[src/common/sha3_pad_pkg.sv]
// Shared widths, enums and pad constants for the Keccak sponge input padder.
// The control, beat-forming and block stages import it whole.

`default_nettype none

package sha3_pad_pkg;

  //////////////////////////////////////////////////////////////////////
  // Widths
  //////////////////////////////////////////////////////////////////////

  localparam int KeccakWidth = 1600;
  localparam int MsgWidth    = 64;
  localparam int MsgStrbW    = MsgWidth / 8;
  localparam int MsgEntries  = KeccakWidth / MsgWidth;
  localparam int MsgAddrW    = $clog2(MsgEntries);

  // encode_string(N) || encode_string(S), prepared by software
  localparam int NsBytes     = 62;
  // Two bytepad header bytes in front of N||S
  localparam int PrefixBytes = NsBytes + 2;
  localparam int PrefixWords = PrefixBytes / MsgStrbW;
  localparam int PrefixIdxW  = $clog2(PrefixWords);

  //////////////////////////////////////////////////////////////////////
  // Types
  //////////////////////////////////////////////////////////////////////

  typedef enum logic [1:0] {
    Sha3   = 2'd0,
    Shake  = 2'd1,
    CShake = 2'd2
  } sha3_mode_e;

  typedef enum logic [2:0] {
    L128 = 3'd0,
    L224 = 3'd1,
    L256 = 3'd2,
    L384 = 3'd3,
    L512 = 3'd4
  } keccak_strength_e;

  typedef enum logic [2:0] {
    StIdle       = 3'd0,
    StPrefix     = 3'd1,
    StPrefixWait = 3'd2,
    StMessage    = 3'd3,
    StPad        = 3'd4,
    StPadRun     = 3'd5,
    StPad01      = 3'd6,
    StPadFlush   = 3'd7
  } pad_st_e;

  // Source of the beat written into the block register
  typedef enum logic [2:0] {
    BeatNone    = 3'd0,
    BeatFifo    = 3'd1,
    BeatPrefix  = 3'd2,
    BeatFuncPad = 3'd3,
    BeatZeroEnd = 3'd4
  } beat_sel_e;

  //////////////////////////////////////////////////////////////////////
  // Constant functions
  //////////////////////////////////////////////////////////////////////

  // Rate in 64-bit words
  function automatic logic [MsgAddrW-1:0] rate_words(keccak_strength_e strength);
    logic [MsgAddrW-1:0] words;
    unique case (strength)
      L128:    words = MsgAddrW'(21);
      L224:    words = MsgAddrW'(18);
      L256:    words = MsgAddrW'(17);
      L384:    words = MsgAddrW'(13);
      L512:    words = MsgAddrW'(9);
      // Undefined codes fall back to the smallest rate
      default: words = MsgAddrW'(9);
    endcase
    return words;
  endfunction

  // left_encode(rate in bytes), first byte in the low bits
  function automatic logic [15:0] bytepad_header(keccak_strength_e strength);
    logic [7:0] rate_bytes;
    rate_bytes = {rate_words(strength), 3'b000};
    return {rate_bytes, 8'h01};
  endfunction

  // Domain bits plus the first 1 of pad10*1, from the first free bit up
  function automatic logic [4:0] func_pad(sha3_mode_e mode);
    logic [4:0] bits;
    unique case (mode)
      Sha3:    bits = 5'b00110;
      Shake:   bits = 5'b11111;
      CShake:  bits = 5'b00100;
      default: bits = 5'b00001;
    endcase
    return bits;
  endfunction

endpackage

`default_nettype wire

[src/common/pad_beat_if.sv]
// Beat-level links between the padder stages.
// pad_ctrl_if carries the control decisions, pad_beat_if the block writes.

`default_nettype none


interface pad_beat_if import sha3_pad_pkg::*; ();
  logic                wr_en;
  logic [MsgAddrW-1:0] wr_addr;
  logic [MsgWidth-1:0] wr_data;
  logic                clr;

  modport src (output wr_en, wr_addr, wr_data, clr);
  modport sink (input wr_en, wr_addr, wr_data, clr);
endinterface

`default_nettype wire

[src/verilog/block_assembler.sv]
// 25-word block register in front of the Keccak round.
// One beat is stored per cycle; a clear empties the block after each run.

`default_nettype none

module block_assembler
  import sha3_pad_pkg::*;
(
  input  wire logic              clk_i,
  input  wire logic              rst_b,
  pad_beat_if.sink               beat_i,
  output logic [KeccakWidth-1:0] keccak_data_o
);

  logic [MsgEntries-1:0][MsgWidth-1:0] block_q;

  // Words above the rate stay zero, Keccak sees a clean capacity
  always_ff @(posedge clk_i or negedge rst_b) begin
    if (!rst_b) begin
      block_q <= '0;
    end else if (beat_i.clr) begin
      block_q <= '0;
    end else if (beat_i.wr_en) begin
      block_q[beat_i.wr_addr] <= beat_i.wr_data;
    end
  end

  // Word 0 in the low bits, lane order of the Keccak state
  assign keccak_data_o = block_q;

  // Beat counter in the control stage never runs past the state
  wr_addr_range_a: assert property (@(posedge clk_i) disable iff (!rst_b)
    beat_i.wr_en |-> beat_i.wr_addr < MsgAddrW'(MsgEntries));

endmodule

`default_nettype wire

[src/flat_wrapper.sv]
// flat-port wrapper written by rule: the top's interface ports become plain ports
module block_assembler_flat import sha3_pad_pkg::*;
  (clk_i, rst_b, keccak_data_o, beat_i_wr_en, beat_i_wr_addr, beat_i_wr_data, beat_i_clr);
  pad_beat_if beat_i_i ();
  input  wire logic clk_i;
  input  wire logic rst_b;
  output logic [KeccakWidth-1:0] keccak_data_o;
  input wire logic [$bits(beat_i_i.wr_en)-1:0] beat_i_wr_en;
  input wire logic [$bits(beat_i_i.wr_addr)-1:0] beat_i_wr_addr;
  input wire logic [$bits(beat_i_i.wr_data)-1:0] beat_i_wr_data;
  input wire logic [$bits(beat_i_i.clr)-1:0] beat_i_clr;
  assign beat_i_i.wr_en = beat_i_wr_en;
  assign beat_i_i.wr_addr = beat_i_wr_addr;
  assign beat_i_i.wr_data = beat_i_wr_data;
  assign beat_i_i.clr = beat_i_clr;
  block_assembler u_core (.clk_i(clk_i), .rst_b(rst_b), .beat_i(beat_i_i), .keccak_data_o(keccak_data_o));
endmodule
[config.mk]
export PLATFORM = sky130hd
export DESIGN_NAME = block_assembler_flat
export DESIGN_NICKNAME = d
export VERILOG_FILES = /design/src/common/sha3_pad_pkg.sv /design/src/common/pad_beat_if.sv /design/src/verilog/block_assembler.sv /design/src/flat_wrapper.sv
export SDC_FILE = /design/constraint.sdc
export NUM_CORES = 2
export LEC_CHECK = 0
export BUFFER_PORTS_ARGS = -buffer_cell sky130_fd_sc_hd__buf_2
export CAP_MARGIN = 10
export CORE_AREA = 4 4 654 656
export DETAILED_ROUTE_END_ITERATION = 7
export DIE_AREA = 0 0 658 660
export GPL_ROUTABILITY_DRIVEN = 1
export GPL_TIMING_DRIVEN = 0
export SETUP_SLACK_MARGIN = 0.3
export SYNTH_ARGS = -nofsm -noshare
export SYNTH_HDL_FRONTEND = slang
export SYNTH_SLANG_ARGS = --single-unit
[constraint.sdc]
create_clock -name clk_i -period 1.35 [get_ports clk_i]
set_input_delay 0.0675 -clock clk_i [delete_from_list [all_inputs] [get_ports clk_i]]
set_output_delay 0.0675 -clock clk_i [all_outputs]
set_load 0.01 [all_outputs]
# Word-level counts from Yosys, hierarchy flattened
# Index checks and enable logic that the tools add are counted.
# totals
elab_cells,34
output_inout_bits,1600
reg_bits,1600
inputBits,73
# op_classes
n_lt_le_gt_ge,2
muxes,5
reduce_logical,2
# op_table
op,count
$mux W1600,2
$bwmux W1600,1
$demux W64 S5,1
$mux W64,1
$lt A5 B6 Y1 const B,1
$ge A5 B1 Y1 const B,1
$reduce_bool A2 Y1,1
$logic_and A1 B1 Y1,1

# Logic depth before layout (Yosys ltp)
# logic_depth
ltp_word,7
depth_mapped,6
mapped_depth_nobuf,3

# Worst setup path before layout
# OpenSTA, ideal clock, no wires.
# synth_path
path_kind,in2reg
startpoint,input beat_i_wr_addr[4]
endpoint,"register u_core.block_q, in the netlist u_core.keccak_data_o[243]"
setup_time_ps,137
path_slack_ps,29
path_buffers,2
path_stages,5
required_time_ps,1213
arrival_ps,1184
path_cell_list,buf_2 -> nor4b_4 -> nand2_4 -> buf_2 -> mux2i_1
# synth_between
elab_chain_cells,7
word_cells_on_any_way,8
classes_between,2 x order compare; 5 x mux; 1 x reduce/logical
# synth_rtl
element,line_no,rtl
from (decl),flat_wrapper.sv:9,input wire logic [$bits(beat_i_i.wr_addr)-1:0] beat_i_wr_addr;
$lt A5 B6 Y1 (not written as such) / $ge A5 B1 Y1 (equally long branches),block_assembler.sv:24,block_q[beat_i.wr_addr] <= beat_i.wr_data;
$logic_and A1 B1 Y1 (not written as such),block_assembler.sv:24,
$mux W64 (not written as such),block_assembler.sv:24,
$demux W64 S5 *,--,
$bwmux W1600 *,block_assembler.sv:24,
$mux W1600 *,block_assembler.sv:23,end else if (beat_i.wr_en) begin
$mux W1600 *,block_assembler.sv:21,end else if (beat_i.clr) begin
"to (signal, indexed assignment)",block_assembler.sv:24,
to (decl),block_assembler.sv:15,logic [MsgEntries-1:0][MsgWidth-1:0] block_q;
# Every way passes the cells marked *; elsewhere a longest branch is shown, timed or not. The select of a mux whose other input is x is not followed.
# A chain may end at the register's enable or synchronous reset.

# Worst setup path in the final report
# layout_path
startpoint,"register u_core.block_q, in the netlist u_core.keccak_data_o[97]"
endpoint,output keccak_data_o[97]
# layout_rtl
element,line_no,rtl
to (decl),flat_wrapper.sv:7,output logic [KeccakWidth-1:0] keccak_data_o;
# No word-level cell between the ends.

==> qor.yml <==
status: "finished, violations left"
violations: "hold timing, setup timing"
worstReg2RegStart: "u_core.keccak_data_o[1025]"
ir_drop_uv: 989
yosys.area_share.adder: 0
synth_simple_gate_area_share: 0.155
synth_cells: 5444
r2r_cells: 4
cts.sinks: 1600
place_inst: 12807
crit_family: "flip-flops"
yosys.area.top_type: "dfrtp_1"
ant_nets: 0
cts.path.max_buffers: 4
critPathMaxFanout: 2
synth_compound_area_frac: 0
clk_pin_slew_ps: 60
grtUsageMet2: 0.310
final_nets: 7955
grt_pass1_wl_um: 507000
drive_gt1_frac: 0.369
final_util: 0.247
cp.arrival_ps: 1510
maxCapViolations: 0
fmax_ghz: 0.635
syn_nets: 5517
cts-buffers-inserted: 190
syn_area_per_cell_sq_um: 12.7
die_y_um: 660
final_cell_mix: "nand2b_1, mux2i_1, dfrtp_1"
synth_area_sq_um: 69200
stdcell_area_sq_um: 104000
route.vias.total: 53569
critical_path_required_ps: 1280
setup.worst_path.start_class: "flop"
wire_per_inst_um: 28.9
cp_cell_sequence: "buf_12"
dp_hpwl_um: 295000
gr-usage-met1: 0.193
clk_latency_ps: 860
rrSetupSlack_ps: 440
gp_congestion: 0.827
final_cells: 13727
fin_crit_ps: 1580
layout_setup_ws_ps: -225
slew_viol_final: 0
drt_iter0_drc: 3822
drtPass1Iterations: 5
grt_pass1_vias: 53420
area_growth_pct: 50.5
gr-total-overflow: 0
tritoncts: "built"
wl_um: 397000
grt_use_total: 0.171
htreeDepth: 4
hold_path.class: "input port to async pin"
finalCritPeriodShare: 1.17
fin_worst_skew_ps: 0
dieArea_sq_um: 434000
crit_type: "flop to output pin"
die_w_um: 658
grt_setup_unrepaired: "yes"
ios: 1673
grtUsageMet3: 0.0381
floorplan.rows: 239
synth_area_leaders: "dfrtp_1, mux2i_1, nand2b_1"
seq_area_frac_synth: 0.579
largest_reg_flops: 1600
core_sq_um: 422000
yosys_warnings: 0
synth_xor_area_frac: 0
placed_area_sq_um: 87100
port_buffers: 1671
p_leak_uw: 0.0589
muxShareOfSynthArea: 0.231
via_per_inst: 3.90
crit_buf_inv: 1
setup_violations: 1830
ys_types: 21
worstReg2RegEnd: "u_core.keccak_data_o[1025]"
antenna_found_initial: 39
worst_setup_path_end_kind: "output pin"
cts-root-buf: "clkbuf_16"
ys_seq_elements: 1600
p_per_area_nw_per_um2: 1080
holdWs_ps: -667
grt.busiest_layer: "met2"
crit_path_top_delay_cell: "dfrtp_1"
synth_top_family_by_area: "multiplexers"
grt_max_degree: 154
final.setup.tns_ps: -197570
drc: 0
slew_headroom: 0.338
synth_top_area_frac: 0.579
final_common_cell: "nand2b_1"
hold_viol: 259
tightest_slew_ps: 993
initial_core_util: 0.164
slowest_delay_ps: 420
-- routing by layer --
layer / share of wire / vias to the layer above / wire [um]
li1: - / 22778 / -
met5: 0 / - / 0
met3: 0.062 / 641 / 24700
met2: 0.51 / 2156 / 203000
met1: 0.37 / 27994 / 149000
met4: 0.052 / 0 / 20700
-- synth_stat cells --
library cell and number:
nor4bb_1 1, and4b_1 2, nand2_4 3, buf_1 4, and3_1 1, and4bb_2 2
buf_6 12, and2_1 2, nor2_1 2, nor4b_4 2, nand2_1 1, nor2b_1 2
nand2_2 18, buf_2 103, dfrtp_1 1600, nand3_1 1, nand2b_1 1664, nand3b_1 2
mux2i_1 1600, clkbuf_1 373, buf_4 49
-- worst max-delay path by stage --
stage,endpoint,slack [ps],from,cells after the start
global placement,u_core.keccak_data_o[1388],-39030,rst_b,1
floorplan,u_core.keccak_data_o[195],70,beat_i_wr_addr[4],5
global route,keccak_data_o[9],-340,u_core.keccak_data_o[9],1
detailed placement,u_core.keccak_data_o[998],-2800,rst_b,6
finish,keccak_data_o[97],-230,u_core.keccak_data_o[97],1
CTS,keccak_data_o[98],-390,u_core.keccak_data_o[98],1
-- logic make-up (layout without fill, tap and decap cells) --
kind of cell | after synthesis | in the layout
buf+inv | 541 | 3129
simple gates | 1703 | 1704
mux | 1600 | 1600
flops | 1600 | 1600
other cells | 0 | 31
-- stage by stage --
stage	power [uW]	setup WS [ps]	hold slack, ps
after global routing	116000	-335	-735
after floorplan	52300	68.1	-228
after CTS	114000	-388	-775
after global placement	57000	-39030	509
final	113000	-225	-667
after detailed placement	57700	-2800	38.5
-- timing repair --
action	in CTS	in global routing
setup buffers	0	433
hold buffers	75	13
cloned	20	7
hold endpoints to repair	1064	342
pin swaps	0	3
endpoints found under the setup margin	4220	3261
gates resized for setup	302	1314
-- power by group --
part	switching (uW)	total [uW]	internal [uW]	leakage (uW)
combinational	6160	9230	3060	0.0334
sequential	229	48500	48300	0.0223
clock	23100	54900	31800	0.00319
total	29500	113000	83200	0.0589
-- cell type report --
cell class                 count  area, sq um
sequential                  1600        40000
tap                         5663         7090
antenna                       31         77.6
buffer                       541         4600
timing repair buffer        2245        18800
clock buffer                 269         5500
multi-input combinational   3304        27000
fill                       44734       318000
clock inverter                74          998
(Power assumes the default switching activity.)
