File: src/common/sha3_pad_pkg.sv
// Shared widths, enums and pad constants for the Keccak sponge input padder.
// The control, beat-forming and block stages import it whole.

`default_nettype none

package sha3_pad_pkg;

  //////////////////////////////////////////////////////////////////////
  // Widths
  //////////////////////////////////////////////////////////////////////

  localparam int KeccakWidth = 1600;
  localparam int MsgWidth    = 64;
  localparam int MsgStrbW    = MsgWidth / 8;
  localparam int MsgEntries  = KeccakWidth / MsgWidth;
  localparam int MsgAddrW    = $clog2(MsgEntries);

  // encode_string(N) || encode_string(S), prepared by software
  localparam int NsBytes     = 62;
  // Two bytepad header bytes in front of N||S
  localparam int PrefixBytes = NsBytes + 2;
  localparam int PrefixWords = PrefixBytes / MsgStrbW;
  localparam int PrefixIdxW  = $clog2(PrefixWords);

  //////////////////////////////////////////////////////////////////////
  // Types
  //////////////////////////////////////////////////////////////////////

  typedef enum logic [1:0] {
    Sha3   = 2'd0,
    Shake  = 2'd1,
    CShake = 2'd2
  } sha3_mode_e;

  typedef enum logic [2:0] {
    L128 = 3'd0,
    L224 = 3'd1,
    L256 = 3'd2,
    L384 = 3'd3,
    L512 = 3'd4
  } keccak_strength_e;

  typedef enum logic [2:0] {
    StIdle       = 3'd0,
    StPrefix     = 3'd1,
    StPrefixWait = 3'd2,
    StMessage    = 3'd3,
    StPad        = 3'd4,
    StPadRun     = 3'd5,
    StPad01      = 3'd6,
    StPadFlush   = 3'd7
  } pad_st_e;

  // Source of the beat written into the block register
  typedef enum logic [2:0] {
    BeatNone    = 3'd0,
    BeatFifo    = 3'd1,
    BeatPrefix  = 3'd2,
    BeatFuncPad = 3'd3,
    BeatZeroEnd = 3'd4
  } beat_sel_e;

  //////////////////////////////////////////////////////////////////////
  // Constant functions
  //////////////////////////////////////////////////////////////////////

  // Rate in 64-bit words
  function automatic logic [MsgAddrW-1:0] rate_words(keccak_strength_e strength);
    logic [MsgAddrW-1:0] words;
    unique case (strength)
      L128:    words = MsgAddrW'(21);
      L224:    words = MsgAddrW'(18);
      L256:    words = MsgAddrW'(17);
      L384:    words = MsgAddrW'(13);
      L512:    words = MsgAddrW'(9);
      // Undefined codes fall back to the smallest rate
      default: words = MsgAddrW'(9);
    endcase
    return words;
  endfunction

  // left_encode(rate in bytes), first byte in the low bits
  function automatic logic [15:0] bytepad_header(keccak_strength_e strength);
    logic [7:0] rate_bytes;
    rate_bytes = {rate_words(strength), 3'b000};
    return {rate_bytes, 8'h01};
  endfunction

  // Domain bits plus the first 1 of pad10*1, from the first free bit up
  function automatic logic [4:0] func_pad(sha3_mode_e mode);
    logic [4:0] bits;
    unique case (mode)
      Sha3:    bits = 5'b00110;
      Shake:   bits = 5'b11111;
      CShake:  bits = 5'b00100;
      default: bits = 5'b00001;
    endcase
    return bits;
  endfunction

endpackage

`default_nettype wire

File: src/common/pad_beat_if.sv
// Beat-level links between the padder stages.
// pad_ctrl_if carries the control decisions, pad_beat_if the block writes.

`default_nettype none

interface pad_ctrl_if import sha3_pad_pkg::*; ();
  beat_sel_e           beat_sel;
  logic [MsgAddrW-1:0] beat_addr;
  logic                end_of_block;
  logic                beat_wr;
  logic                clr_block;
  // Partial last word capture, with its byte count
  logic                buf_load;
  logic [2:0]          buf_bytes;
  logic                buf_clr;

  modport ctrl (output beat_sel, beat_addr, end_of_block, beat_wr, clr_block,
                output buf_load, buf_bytes, buf_clr);
  modport former (input beat_sel, beat_addr, end_of_block, beat_wr, clr_block,
                  input buf_load, buf_bytes, buf_clr);
endinterface

interface pad_beat_if import sha3_pad_pkg::*; ();
  logic                wr_en;
  logic [MsgAddrW-1:0] wr_addr;
  logic [MsgWidth-1:0] wr_data;
  logic                clr;

  modport src (output wr_en, wr_addr, wr_data, clr);
  modport sink (input wr_en, wr_addr, wr_data, clr);
endinterface

`default_nettype wire

File: src/verilog/pad_beat_former.sv
// Middle stage of the padder, combinational apart from the partial word buffer.
// Picks message, prefix, function pad or zero-end data for the current beat.

`default_nettype none

module pad_beat_former
  import sha3_pad_pkg::*;
(
  input  wire logic                  clk_i,
  input  wire logic                  rst_b,
  input  wire logic [MsgWidth-1:0]   msg_data_i,
  input  wire logic [NsBytes*8-1:0]  ns_data_i,
  input  var  keccak_strength_e      strength_i,
  input  var  sha3_mode_e            mode_i,
  pad_ctrl_if.former                 ctrl_i,
  pad_beat_if.src                    beat_o
);

  logic [MsgWidth-9:0]      buf_data_q;
  logic [2:0]               buf_bytes_q;
  logic [PrefixBytes*8-1:0] prefix;
  logic [PrefixIdxW-1:0]    prefix_idx;
  logic [MsgWidth-1:0]      prefix_word;
  logic [MsgWidth-1:0]      byte_mask;
  logic [MsgWidth-1:0]      pad_word;
  logic [MsgWidth-1:0]      zero_end_word;
  logic [MsgWidth-1:0]      beat_data;

  //////////////////////////////////////////////////////////////////////
  // Partial last word
  //////////////////////////////////////////////////////////////////////

  // Top byte is never valid in a partial word, 56 bits suffice
  always_ff @(posedge clk_i) begin
    if (ctrl_i.buf_load) begin
      buf_data_q <= msg_data_i[MsgWidth-9:0];
    end
  end

  always_ff @(posedge clk_i or negedge rst_b) begin
    if (!rst_b) begin
      buf_bytes_q <= '0;
    end else if (ctrl_i.buf_load) begin
      buf_bytes_q <= ctrl_i.buf_bytes;
    end else if (ctrl_i.buf_clr) begin
      buf_bytes_q <= '0;
    end
  end

  // Keep only the k bytes that were strobed
  always_comb begin
    byte_mask = '0;
    for (int i = 0; i < MsgStrbW - 1; i++) begin
      if (i < int'(buf_bytes_q)) begin
        byte_mask[i*8 +: 8] = 8'hff;
      end
    end
  end

  // Bytes, then domain bits at byte k, then the optional end bit
  assign pad_word = {ctrl_i.end_of_block, {(MsgWidth-1){1'b0}}}
                  | (MsgWidth'(func_pad(mode_i)) << {buf_bytes_q, 3'b000})
                  | ({8'h00, buf_data_q} & byte_mask);

  assign zero_end_word = {ctrl_i.end_of_block, {(MsgWidth-1){1'b0}}};

  //////////////////////////////////////////////////////////////////////
  // Prefix slice
  //////////////////////////////////////////////////////////////////////

  // bytepad header occupies the two lowest bytes of word 0
  assign prefix     = {ns_data_i, bytepad_header(strength_i)};
  assign prefix_idx = ctrl_i.beat_addr[PrefixIdxW-1:0];
  // Zero fill past the prefix up to the rate
  assign prefix_word = (ctrl_i.beat_addr < MsgAddrW'(PrefixWords))
                     ? prefix[prefix_idx*MsgWidth +: MsgWidth] : '0;

  //////////////////////////////////////////////////////////////////////
  // Beat mux
  //////////////////////////////////////////////////////////////////////

  always_comb begin
    unique case (ctrl_i.beat_sel)
      BeatFifo:    beat_data = msg_data_i;
      BeatPrefix:  beat_data = prefix_word;
      BeatFuncPad: beat_data = pad_word;
      BeatZeroEnd: beat_data = zero_end_word;
      default:     beat_data = '0;
    endcase
  end

  assign beat_o.wr_en   = ctrl_i.beat_wr;
  assign beat_o.wr_addr = ctrl_i.beat_addr;
  assign beat_o.wr_data = beat_data;
  assign beat_o.clr     = ctrl_i.clr_block;

endmodule

`default_nettype wire

File: src/flat_wrapper.sv
// flat-port wrapper written by rule: the top's interface ports become plain ports
module pad_beat_former_flat import sha3_pad_pkg::*;
  (clk_i, rst_b, msg_data_i, ns_data_i, strength_i, mode_i, ctrl_i_beat_sel, ctrl_i_beat_addr, ctrl_i_end_of_block, ctrl_i_beat_wr, ctrl_i_clr_block, ctrl_i_buf_load, ctrl_i_buf_bytes, ctrl_i_buf_clr, beat_o_wr_en, beat_o_wr_addr, beat_o_wr_data, beat_o_clr);
  pad_ctrl_if ctrl_i_i ();
  pad_beat_if beat_o_i ();
  input  wire logic clk_i;
  input  wire logic rst_b;
  input  wire logic [MsgWidth-1:0] msg_data_i;
  input  wire logic [NsBytes*8-1:0] ns_data_i;
  input  var  keccak_strength_e strength_i;
  input  var  sha3_mode_e mode_i;
  input wire logic [$bits(ctrl_i_i.beat_sel)-1:0] ctrl_i_beat_sel;
  input wire logic [$bits(ctrl_i_i.beat_addr)-1:0] ctrl_i_beat_addr;
  input wire logic [$bits(ctrl_i_i.end_of_block)-1:0] ctrl_i_end_of_block;
  input wire logic [$bits(ctrl_i_i.beat_wr)-1:0] ctrl_i_beat_wr;
  input wire logic [$bits(ctrl_i_i.clr_block)-1:0] ctrl_i_clr_block;
  input wire logic [$bits(ctrl_i_i.buf_load)-1:0] ctrl_i_buf_load;
  input wire logic [$bits(ctrl_i_i.buf_bytes)-1:0] ctrl_i_buf_bytes;
  input wire logic [$bits(ctrl_i_i.buf_clr)-1:0] ctrl_i_buf_clr;
  output wire logic [$bits(beat_o_i.wr_en)-1:0] beat_o_wr_en;
  output wire logic [$bits(beat_o_i.wr_addr)-1:0] beat_o_wr_addr;
  output wire logic [$bits(beat_o_i.wr_data)-1:0] beat_o_wr_data;
  output wire logic [$bits(beat_o_i.clr)-1:0] beat_o_clr;
  assign ctrl_i_i.beat_sel = ctrl_i_beat_sel;
  assign ctrl_i_i.beat_addr = ctrl_i_beat_addr;
  assign ctrl_i_i.end_of_block = ctrl_i_end_of_block;
  assign ctrl_i_i.beat_wr = ctrl_i_beat_wr;
  assign ctrl_i_i.clr_block = ctrl_i_clr_block;
  assign ctrl_i_i.buf_load = ctrl_i_buf_load;
  assign ctrl_i_i.buf_bytes = ctrl_i_buf_bytes;
  assign ctrl_i_i.buf_clr = ctrl_i_buf_clr;
  assign beat_o_wr_en = beat_o_i.wr_en;
  assign beat_o_wr_addr = beat_o_i.wr_addr;
  assign beat_o_wr_data = beat_o_i.wr_data;
  assign beat_o_clr = beat_o_i.clr;
  pad_beat_former u_core (.clk_i(clk_i), .rst_b(rst_b), .msg_data_i(msg_data_i), .ns_data_i(ns_data_i), .strength_i(strength_i), .mode_i(mode_i), .ctrl_i(ctrl_i_i), .beat_o(beat_o_i));
endmodule
File: config.mk
export PLATFORM = sky130hd
export DESIGN_NAME = pad_beat_former_flat
export DESIGN_NICKNAME = d
export VERILOG_FILES = /design/src/common/sha3_pad_pkg.sv /design/src/common/pad_beat_if.sv /design/src/verilog/pad_beat_former.sv /design/src/flat_wrapper.sv
export SDC_FILE = /design/constraint.sdc
export NUM_CORES = 1
export LEC_CHECK = 0
export BUFFER_PORTS_ARGS = -buffer_cell sky130_fd_sc_hd__buf_4
export CELL_PAD_IN_SITES_DETAIL_PLACEMENT = 2
export CELL_PAD_IN_SITES_GLOBAL_PLACEMENT = 2
export CORE_AREA = 8 8 245 247
export CTS_BUF_LIST = sky130_fd_sc_hd__clkbuf_4 sky130_fd_sc_hd__clkbuf_8
export DETAILED_ROUTE_END_ITERATION = 7
export DIE_AREA = 0 0 253 255
export PLACE_DENSITY = 0.59
export SYNTH_ARGS = -nofsm -noshare
export SYNTH_HDL_FRONTEND = slang
export SYNTH_SLANG_ARGS = --single-unit
File: constraint.sdc
create_clock -name clk_i -period 3.44 [get_ports clk_i]
set_input_delay 0.688 -clock clk_i [delete_from_list [all_inputs] [get_ports clk_i]]
set_output_delay 0.688 -clock clk_i [all_outputs]
set_load 0.005 [all_outputs]
* Word level (Yosys, flattened, before mapping)
Index checks and enable logic that the tools add are counted.
Widths: inputs -> output; s select.
** Storage, ports and cells
- Register bits after elaboration :: 59
- Input bits :: 583
- Output and inout port bits :: 71
- Word-level logic and storage cells :: 40
** Cells by class
- Order comparisons :: 8
- Equality and inequality tests :: 9
- Shift-type cells :: 2
- Muxes and demuxes :: 13
- Bitwise logic cells :: 3
- Reduce and logical (&&, ||, !) cells :: 3
** Operators with widths (number)
- $shiftx 512x10->64 :: 1
- $pmux 64 s4 :: 1
- $or 64x64->64 :: 2
- $mux 64 :: 1
- $shl 5x6->64 :: 1
- $and 56x56->56 :: 1
- $mux 8 :: 7
- $pmux 5 s4 :: 1
- $pmux 5 s3 :: 1
- $eq 3x2->1 const B :: 4
- $lt 3x3->1 const A :: 3
- $eq 3x1->1 const B :: 2
- $lt 1x3->1 const A :: 2
- $lt 2x3->1 const A :: 2
- $mux 3 :: 2
- $lt 5x4->1 const B :: 1
- $eq 3x3->1 const B :: 1
- $logic_not 3->1 :: 1
- $eq 2x1->1 const B :: 1
- $eq 2x2->1 const B :: 1
- $logic_not 2->1 :: 1
- $reduce_bool 2->1 :: 1

* Longest topological paths before layout
Gate-level depths: netlist (run 1).
- Depth after elaboration :: 6
- Mapped depth :: 8
- Mapped depth without buffers :: 4

* Least setup slack after synthesis (run 1)
No wires, ideal clock.
- Path kind :: input to output
- From :: input port ctrl_i_beat_addr[0]
- To :: output port beat_o_wr_data[60]
- Arrival :: 2035 ps
- Required time :: 2752 ps
- Slack :: 717 ps
- Stages :: 6
- Path buffers :: 3
- Path through :: buf_4 > buf_6 > buf_2 > mux4_2 > a22oi_1 > nand2_1
** Between the ends
- Word-level cells in the longest chain between the ends :: 3
- Elaborated cells between the ends (all ways) :: 4
- Those cells by class :: order compare: 1; shift: 1; mux: 2
** Ends and longest elaborated chain
- from (decl) :: line flat_wrapper.sv:13 : input wire logic [$bits(ctrl_i_i.beat_addr)-1:0] ctrl_i_beat_addr;
- $shiftx 512x10->64 or $lt 5x4->1 (tied branches) :: line pad_beat_former.sv:76, pad_beat_former.sv:75
- $mux 64 * :: line pad_beat_former.sv:76 : ? prefix[prefix_idx*MsgWidth +: MsgWidth] : '0;
- $pmux 64 s4 * :: line pad_beat_former.sv:83 : unique case (ctrl_i.beat_sel)
- to (decl) :: line flat_wrapper.sv:22 : output wire logic [$bits(beat_o_i.wr_data)-1:0] beat_o_wr_data;
Mark *: on every way between the ends. The rest lies on a longest branch, timed or not.

* Final worst setup path (run 1)
- From :: input port ctrl_i_beat_addr[0]
- To :: output port beat_o_wr_data[9]
The elaborated chain is that of the path after synthesis.

==> impl_metrics.csv, run 1 <==
group,metric,value,unit
worst_setup_path,crit_type,"input pin to output port",
timing,worst_pin_slew,0.990,ns
status,status,"finished clean",
global_routing,grt_pass1_vias,10200,
timing,hold_viol_final,0,
yosys,yosysSeqAreaShare,25.7,%
die,die_area,64500,um^2
yosys,async_flop_share,5.08,%
worst_setup_path,cp_common_cell,"buf_4",
timing,timing.final.crit_period,3.25,ns
worst_setup_path,crit_fanout,15,
yosys,syn_avg_cell_area,11.7,um^2
route,drc,0,
cts,clk_path_buf_depth,2,
worst_setup_path,cpLargestDelayFamily,"simple AND/OR/NAND/NOR gates",
final_layout,synthToLayoutAreaGrowth,93.4,%
route,drt-total-wl,56200,um
yosys,synth_fa_ha_area_share,0,%
worst_setup_path,critPathBufInv,4,
yosys,synth_compound_area_share,16.0,%
die,die_h,255,um
yosys,yosys.area.top_type_share,36.8,%
yosys,synth_xor_area_share,0.128,%
cts,cts_buffers,9,
die,io_pins,654,
global_routing,grt_usage,16.4,%
power_and_ir_drop,cellPowerDensity,227,nW/um^2
power_and_ir_drop,p_leak,5.79,nW
worst_setup_path,arrival,2.56,ns
timing,clock.fmax,0.308,GHz
final_layout,fillers,6398,
yosys,yosys-top-cells-count,"mux4_2 (112), nand2_1 (99), edfxtp_1 (56)",
placed_design,place_congestion,0.905,
timing,relSlewSlack,34.0,%
yosys,yosys_register_bits,59,
global_routing,grt_pass1_wl,75700,um
yosys,synthSimpleGateAreaFrac,12.0,%
flow_run,cap_violations,0,
route,viasPerCell,4.32,
global_routing,antenna_found_initial,8,
timing,fin_crit_sh,94.5,%
placed_design,dp_slack,0.140,ns
timing,setup_violations,0,
worst_setup_path,critPathLaunch,"ctrl_i_beat_addr[0]",
worst_setup_path,ff2ff_setup_slack,2.21,ns
route,first_iter_violations,523,
die,start_util,12.2,%
worst_setup_path,path_cells,"clkbuf_8 -> buf_4 -> nor2b_1 -> a221oi_1 -> nor3_1 -> buf_4 -> a221o_1 -> buf_4",
die,die_w,253,um
die,fp-row-count,87,
worst_setup_path,slowest_delay,0.61,ns
global_routing,grt_max_degree,63,
placed_design,portBuffers,649,
yosys,synthMuxAreaShare,40.4,%
timing,slew_viol_final,0,
timing,finalSetupTns,0,ns
worst_hold_path,hold_class,"input pin to flip-flop",
worst_setup_path,crit_path_end_kind,"output port",
timing,hold_slack,0.453,ns
cts,cts-root-buf,"clkbuf_8",
cts,htree_levels,3,
yosys,ys.flop_type,"edfxtp_1",
route,vias,8675,
yosys,yosysMostFrequentCell,"mux4_2",
yosys,syn_inst,585,
worst_setup_path,crit_path_start_kind,"input pin",
timing,grt_setup_unrepaired,"false",
power_and_ir_drop,peakVddDrop,0.000168,V
worst_setup_path,slowest_stage,"nor2b_1",
global_routing,overflow,0,
cts,cts_tree,"built",
yosys,synth_top_family_by_area,"multiplexers",
worst_hold_path,min_from,"msg_data_i[55]",
route,ant_nets,0,
cts,clock_latency,0.41,ns
cts,clkTransAtPathRegs,0.09,ns
worst_setup_path,critPathRequiredTime,2.75,ns
final_layout,drive_gt1_share,70.1,%
placed_design,hpwlAfterDp,48000,um
timing,clock_skew,0,ns
yosys,syn-num-nets,1168,
timing,setup_ws,0.188,ns
yosys,syn_area,6850,um^2
route,drt_pre_antenna_iters,8,
yosys,synth_area_leader_cell,"mux4_2",
yosys,synth_edf_count,56,
yosys,ys_top_cells_by_area,"mux4_2 (37%), edfxtp_1 (25%), nand2_1 (5.4%)",
route,wl_per_cell,28.0,um
worst_setup_path,r2r-start,"u_core.buf_bytes_q[1]$_DFFE_PN0P_",
yosys,yosysWarnings,0,
final_layout,nets,1827,
yosys,yosysUniqueCellTypes,48,
die,coreArea,56000,um^2
cts,cts_sinks,59,
[cell type report]
class / count / area (um^2) / share of cell area, %
clock inverters: 5 / 77.6 / 0.586
flip-flops and latches: 59 / 1760 / 13.3
clock buffers: 11 / 145 / 1.10
diodes: 4 / 10.0 / 0.0756
inverters: 5 / 18.8 / 0.142
repair buffers: 719 / 5590 / 42.2
well taps: 756 / 946 / 7.14
multi-input cells: 450 / 4700 / 35.5
[registers in the layout, summed over array words and instances (netlist names)]
name / flops
u_core.buf_bytes_q: 3
u_core.buf_data_q: 56
[layer usage]
| metal | share of wire (%) | routed length (um) | GRT usage, % | vias up |
|---|---|---|---|---|
| met3 | 7.6 | 4290 | 4.96 | 34 |
| met4 | 1.2 | 691 | 3.80 | 6 |
| met5 | 0.073 | 41 | 0 | - |
| li1 | - | - | - | 3814 |
| met2 | 52 | 29000 | 29.8 | 422 |
| met1 | 39 | 22100 | 18.9 | 4399 |
[where the power goes]
part,switching [mW],internal [mW]
combinational,0.506,0.811
sequential,0.0232,0.849
clock,0.377,0.433
total,0.906,2.09
[cell families (layout without fill, tap and decap cells)]
kind of cell,Yosys count,after routing
other,0,4
XOR/XNOR,1,1
flip-flops,59,59
AO/OA/AOI/OAI,138,138
buffers and inverters,76,740
AND/OR/NAND/NOR,177,177
multiplexers,134,134
[what timing repair did]
| item | in CTS | in global routing |
|---|---|---|
| resized for setup | 3 | 0 |
| endpoints found under the setup margin | 12 | 0 |
| hold buffers | 1 | 0 |
| endpoints found under the hold margin | 3 | 0 |
| buffers inserted | 0 | 0 |
[stage by stage]
step                      cell area [um^2]  utilization [%]  total power, mW  instances
after floorplan                       6850                -             1.36        585
after global placement               13000             23.2             2.21       1988
after detailed placement             13000             23.2             2.23       1988
after CTS                            13200             23.6             3.10       2005
after global routing                 13200             23.7             3.17       2006
final                                13200             23.7             3.00       2009
[layout by cell type (no fill, tap or decap), types with 2 or more instances in the layout]
| master | Yosys | final |
|---|---|---|
| a211o_1 | 4 | 4 |
| a21oi_1 | 16 | 16 |
| a221o_1 | 15 | 15 |
| a221oi_1 | 14 | 14 |
| a222oi_1 | 24 | 24 |
| a22o_1 | 2 | 2 |
| a22oi_1 | 27 | 27 |
| a2bb2oi_1 | 3 | 3 |
| buf_12 | 0 | 14 |
| buf_4 | 12 | 702 |
| bufinv_16 | 0 | 2 |
| clkbuf_8 | 0 | 11 |
| clkinv_2 | 0 | 2 |
| dfrtp_2 | 0 | 2 |
| diode_2 | 0 | 4 |
| edfxtp_1 | 56 | 56 |
| inv_1 | 5 | 5 |
| mux2_2 | 16 | 16 |
| mux2i_1 | 6 | 6 |
| mux4_2 | 112 | 112 |
| nand2_1 | 99 | 99 |
| nand2b_1 | 6 | 6 |
| nand3_1 | 13 | 13 |
| nand3b_1 | 2 | 2 |
| nand4_1 | 3 | 3 |
| nand4b_1 | 2 | 2 |
| nor2_1 | 27 | 23 |
| nor2_2 | 0 | 3 |
| nor2b_1 | 2 | 2 |
| nor3_1 | 8 | 8 |
| nor3_4 | 2 | 2 |
| nor3b_1 | 2 | 2 |
| nor4_1 | 3 | 3 |
| nor4b_1 | 2 | 2 |
| o211ai_1 | 6 | 6 |
| o21ai_0 | 11 | 11 |
| o31ai_1 | 10 | 10 |
[worst paths after layout]
check | endpoint | cells past startpoint
setup / recovery | beat_o_wr_data[9] | 8
hold / removal | u_core.buf_data_q[55]$_DFFE_PP_ | 1
setup reg to reg | u_core.buf_bytes_q[1]$_DFFE_PN0P_ | 3
hold reg to reg | u_core.buf_bytes_q[2]$_DFFE_PN0P_ | 3
max in group asynchronous | u_core.buf_bytes_q[0]$_DFFE_PN0P_ | 2
min in group asynchronous | u_core.buf_bytes_q[0]$_DFFE_PN0P_ | 2
[worst register-to-register path: stages, from the launching register on]
cell     delay (ns)
dfrtp_2        0.52
buf_12         0.18
inv_1          0.16
o31ai_1        0.28
Note: power is estimated with default switching activity, not from simulation.
==> inputs of run 2 (changes only) <==
--- a/config.mk
+++ b/config.mk
@@ -12,6 +12,7 @@
 export CTS_BUF_LIST = sky130_fd_sc_hd__clkbuf_4 sky130_fd_sc_hd__clkbuf_8
 export DETAILED_ROUTE_END_ITERATION = 7
 export DIE_AREA = 0 0 253 255
+export GPL_TIMING_DRIVEN = 0
 export PLACE_DENSITY = 0.59
 export SYNTH_ARGS = -nofsm -noshare
 export SYNTH_HDL_FRONTEND = slang
==> run 2 against run 1 <==
Effect of this change: first-iteration DRC count rose by 1.5%; via count is 0.68% higher; sequential share of layout area grew 0.094 points; critical path type unchanged; critical endpoint is now beat_o_wr_data[37]; highest routed layer unchanged.
==> impl_metrics.csv, run 2 (synthesized netlist as in run 1, its figures left out) <==
group,metric,value,unit
final_layout,fillers,6355,
cts,cts-root-buf,"clkbuf_8",
die,coreArea,56000,um^2
power_and_ir_drop,p_leak,5.76,nW
final_layout,fin_area,13100,um^2
final_layout,drive_gt1_share,70.3,%
global_routing,grt_pass1_vias,10300,
cts,clkTransAtPathRegs,0.07,ns
worst_setup_path,arrival,2.64,ns
route,first_iter_violations,531,
timing,setup_violations,0,
cts,postCtsHoldBufs,0,
timing,worst_pin_slew,1.02,ns
route,drt-total-wl,61500,um
worst_setup_path,crit_path_end_kind,"output port",
power_and_ir_drop,cellPowerDensity,227,nW/um^2
cts,cts_buffers,9,
power_and_ir_drop,p_int,2.05,mW
route,wl_per_cell,30.6,um
final_layout,largest_registers,"u_core.buf_data_q x56, u_core.buf_bytes_q x3",
cts,cts_sinks,59,
worst_setup_path,crit_path_start_kind,"input pin",
final_layout,largest_reg_flops,56,
route,vias,8734,
flow_run,cap_violations,0,
worst_setup_path,critPathBufInv,4,
global_routing,overflow,0,
global_routing,grt_usage,18.1,%
power_and_ir_drop,peakVddDrop,0.000162,V
timing,hold_slack,0.0633,ns
die,io_pins,654,
final_layout,fin_util,23.5,%
worst_setup_path,slowest_stage,"a222oi_1",
route,drc,0,
die,fp-row-count,87,
worst_setup_path,crit_type,"input pin to output port",
worst_hold_path,hold_class,"input pin to async pin",
timing,timing.final.crit_period,3.33,ns
final_layout,mostFrequentLayoutCells,"buf_4 (669), mux4_2 (112), nand2_1 (97)",
worst_setup_path,slowest_delay,0.49,ns
worst_setup_path,critPathRequiredTime,2.75,ns
route,ant_nets,0,
die,start_util,12.2,%
placed_design,place_congestion,0.859,
worst_setup_path,cpLargestDelayFamily,"buffers and inverters",
power_and_ir_drop,p_seq_share,29.2,%
route,drt_pre_antenna_iters,8,
final_layout,nets,1832,
power_and_ir_drop,combPwrFrac,44.8,%
power_and_ir_drop,clockPowerShare,26.0,%
placed_design,portBuffers,648,
die,die_w,253,um
cts,htree_levels,3,
die,die_area,64500,um^2
timing,relSlewSlack,32.1,%
global_routing,grt_pass1_wl,81600,um
die,die_h,255,um
timing,finalSetupTns,0,ns
timing,hold_viol_final,0,
global_routing,antenna_found_initial,4,
cts,cts_tree,"built",
placed_design,hpwlAfterDp,53100,um
final_layout,largest-register,"u_core.buf_data_q",
final_layout,final_common_cell,"buf_4",
power_and_ir_drop,switching_share,31.1,%
power_and_ir_drop,p_sw,0.927,mW
timing,slew_viol_final,0,
placed_design,placed_area,12700,um^2
route,viasPerCell,4.34,
timing,fin_crit_sh,96.8,%
worst_setup_path,path_cells,"buf_4 -> buf_4 -> clkbuf_4 -> mux4_2 -> a222oi_1 -> nand2_1 -> buf_4",
timing,clock_skew,0,ns
cts,clk_path_buf_depth,2,
worst_setup_path,cp_common_cell,"buf_4",
worst_setup_path,crit_fanout,10,
global_routing,grt_max_degree,63,
status,status,"finished clean",
timing,clock.fmax,0.300,GHz
cts,clock_latency,0.40,ns
final_layout,synthToLayoutAreaGrowth,91.8,%
## run 2: cell count changes in the layout (fill, tap and decap cells not counted), moves of 4 or more
cell      before  now
buf_6          1    5
buf_4        702  669
clkbuf_4       1    5
buf_12        14    4
clkbuf_2       0   16
buf_2          0   17
clkbuf_1       0    5
## run 2: repair_timing
| item | CTS | global route |
|---|---|---|
| gates resized for setup | 55 | 12 |
| buffers inserted | 7 | 0 |
| pin swaps | 5 | 1 |
| setup endpoints to repair | 63 | 12 |
## run 2: worst paths after layout
path,cells after the start,slack [ns],endpoint,start
min in group clk_i,1,0.46,u_core.buf_data_q[16]$_DFFE_PP_,msg_data_i[16]
setup reg to reg,3,1.98,u_core.buf_bytes_q[1]$_DFFE_PN0P_,u_core.buf_bytes_q[1]$_DFFE_PN0P_
hold reg to reg,3,0.95,u_core.buf_bytes_q[0]$_DFFE_PN0P_,u_core.buf_bytes_q[0]$_DFFE_PN0P_
hold / removal,1,0.06,u_core.buf_bytes_q[0]$_DFFE_PN0P_,rst_b
max in group asynchronous,1,3.28,u_core.buf_bytes_q[1]$_DFFE_PN0P_,rst_b
setup / recovery,7,0.11,beat_o_wr_data[37],ctrl_i_beat_addr[1]
## run 2: through the flow
stage               power, mW  cells  worst slack, ns
floorplan                1.36    585            0.717
global placement         2.21   1989           -0.852
detailed placement       2.23   1989           -0.940
CTS                      3.07   2010           0.0154
global route             3.15   2011         -0.00184
finish                   2.98   2013            0.111
## run 2: power groups by stage
stage                     Sequential [mW]  Clock, mW  Combinational, mW
after floorplan                     0.877          0              0.487
after global placement              0.883          0               1.32
after detailed placement            0.885          0               1.34
after CTS                           0.869      0.831               1.37
after global routing                0.875      0.850               1.43
final                               0.869      0.774               1.33
## run 2: layout make-up
| type | count | area, um^2 | share of cell area [%] |
|---|---|---|---|
| sequential | 59 | 1760 | 13.4 |
| clock inverter | 6 | 80.1 | 0.610 |
| antenna | 3 | 7.51 | 0.0572 |
| timing repair buffer | 655 | 4950 | 37.7 |
| clock buffer | 10 | 131 | 1.00 |
| tap | 756 | 946 | 7.20 |
| multi-input combinational | 450 | 4760 | 36.2 |
| buffer | 69 | 475 | 3.62 |
| inverter | 5 | 22.5 | 0.172 |
## run 2: per-layer routing
| layer | part of all wire (%) | track usage, % | vias to the layer above |
|---|---|---|---|
| met2 | 52 | 33.1 | 424 |
| met1 | 40 | 21.0 | 4451 |
| li1 | - | - | 3827 |
| met3 | 7.1 | 5.07 | 30 |
| met4 | 1.0 | 3.27 | 2 |
| met5 | 0.021 | 0 | - |
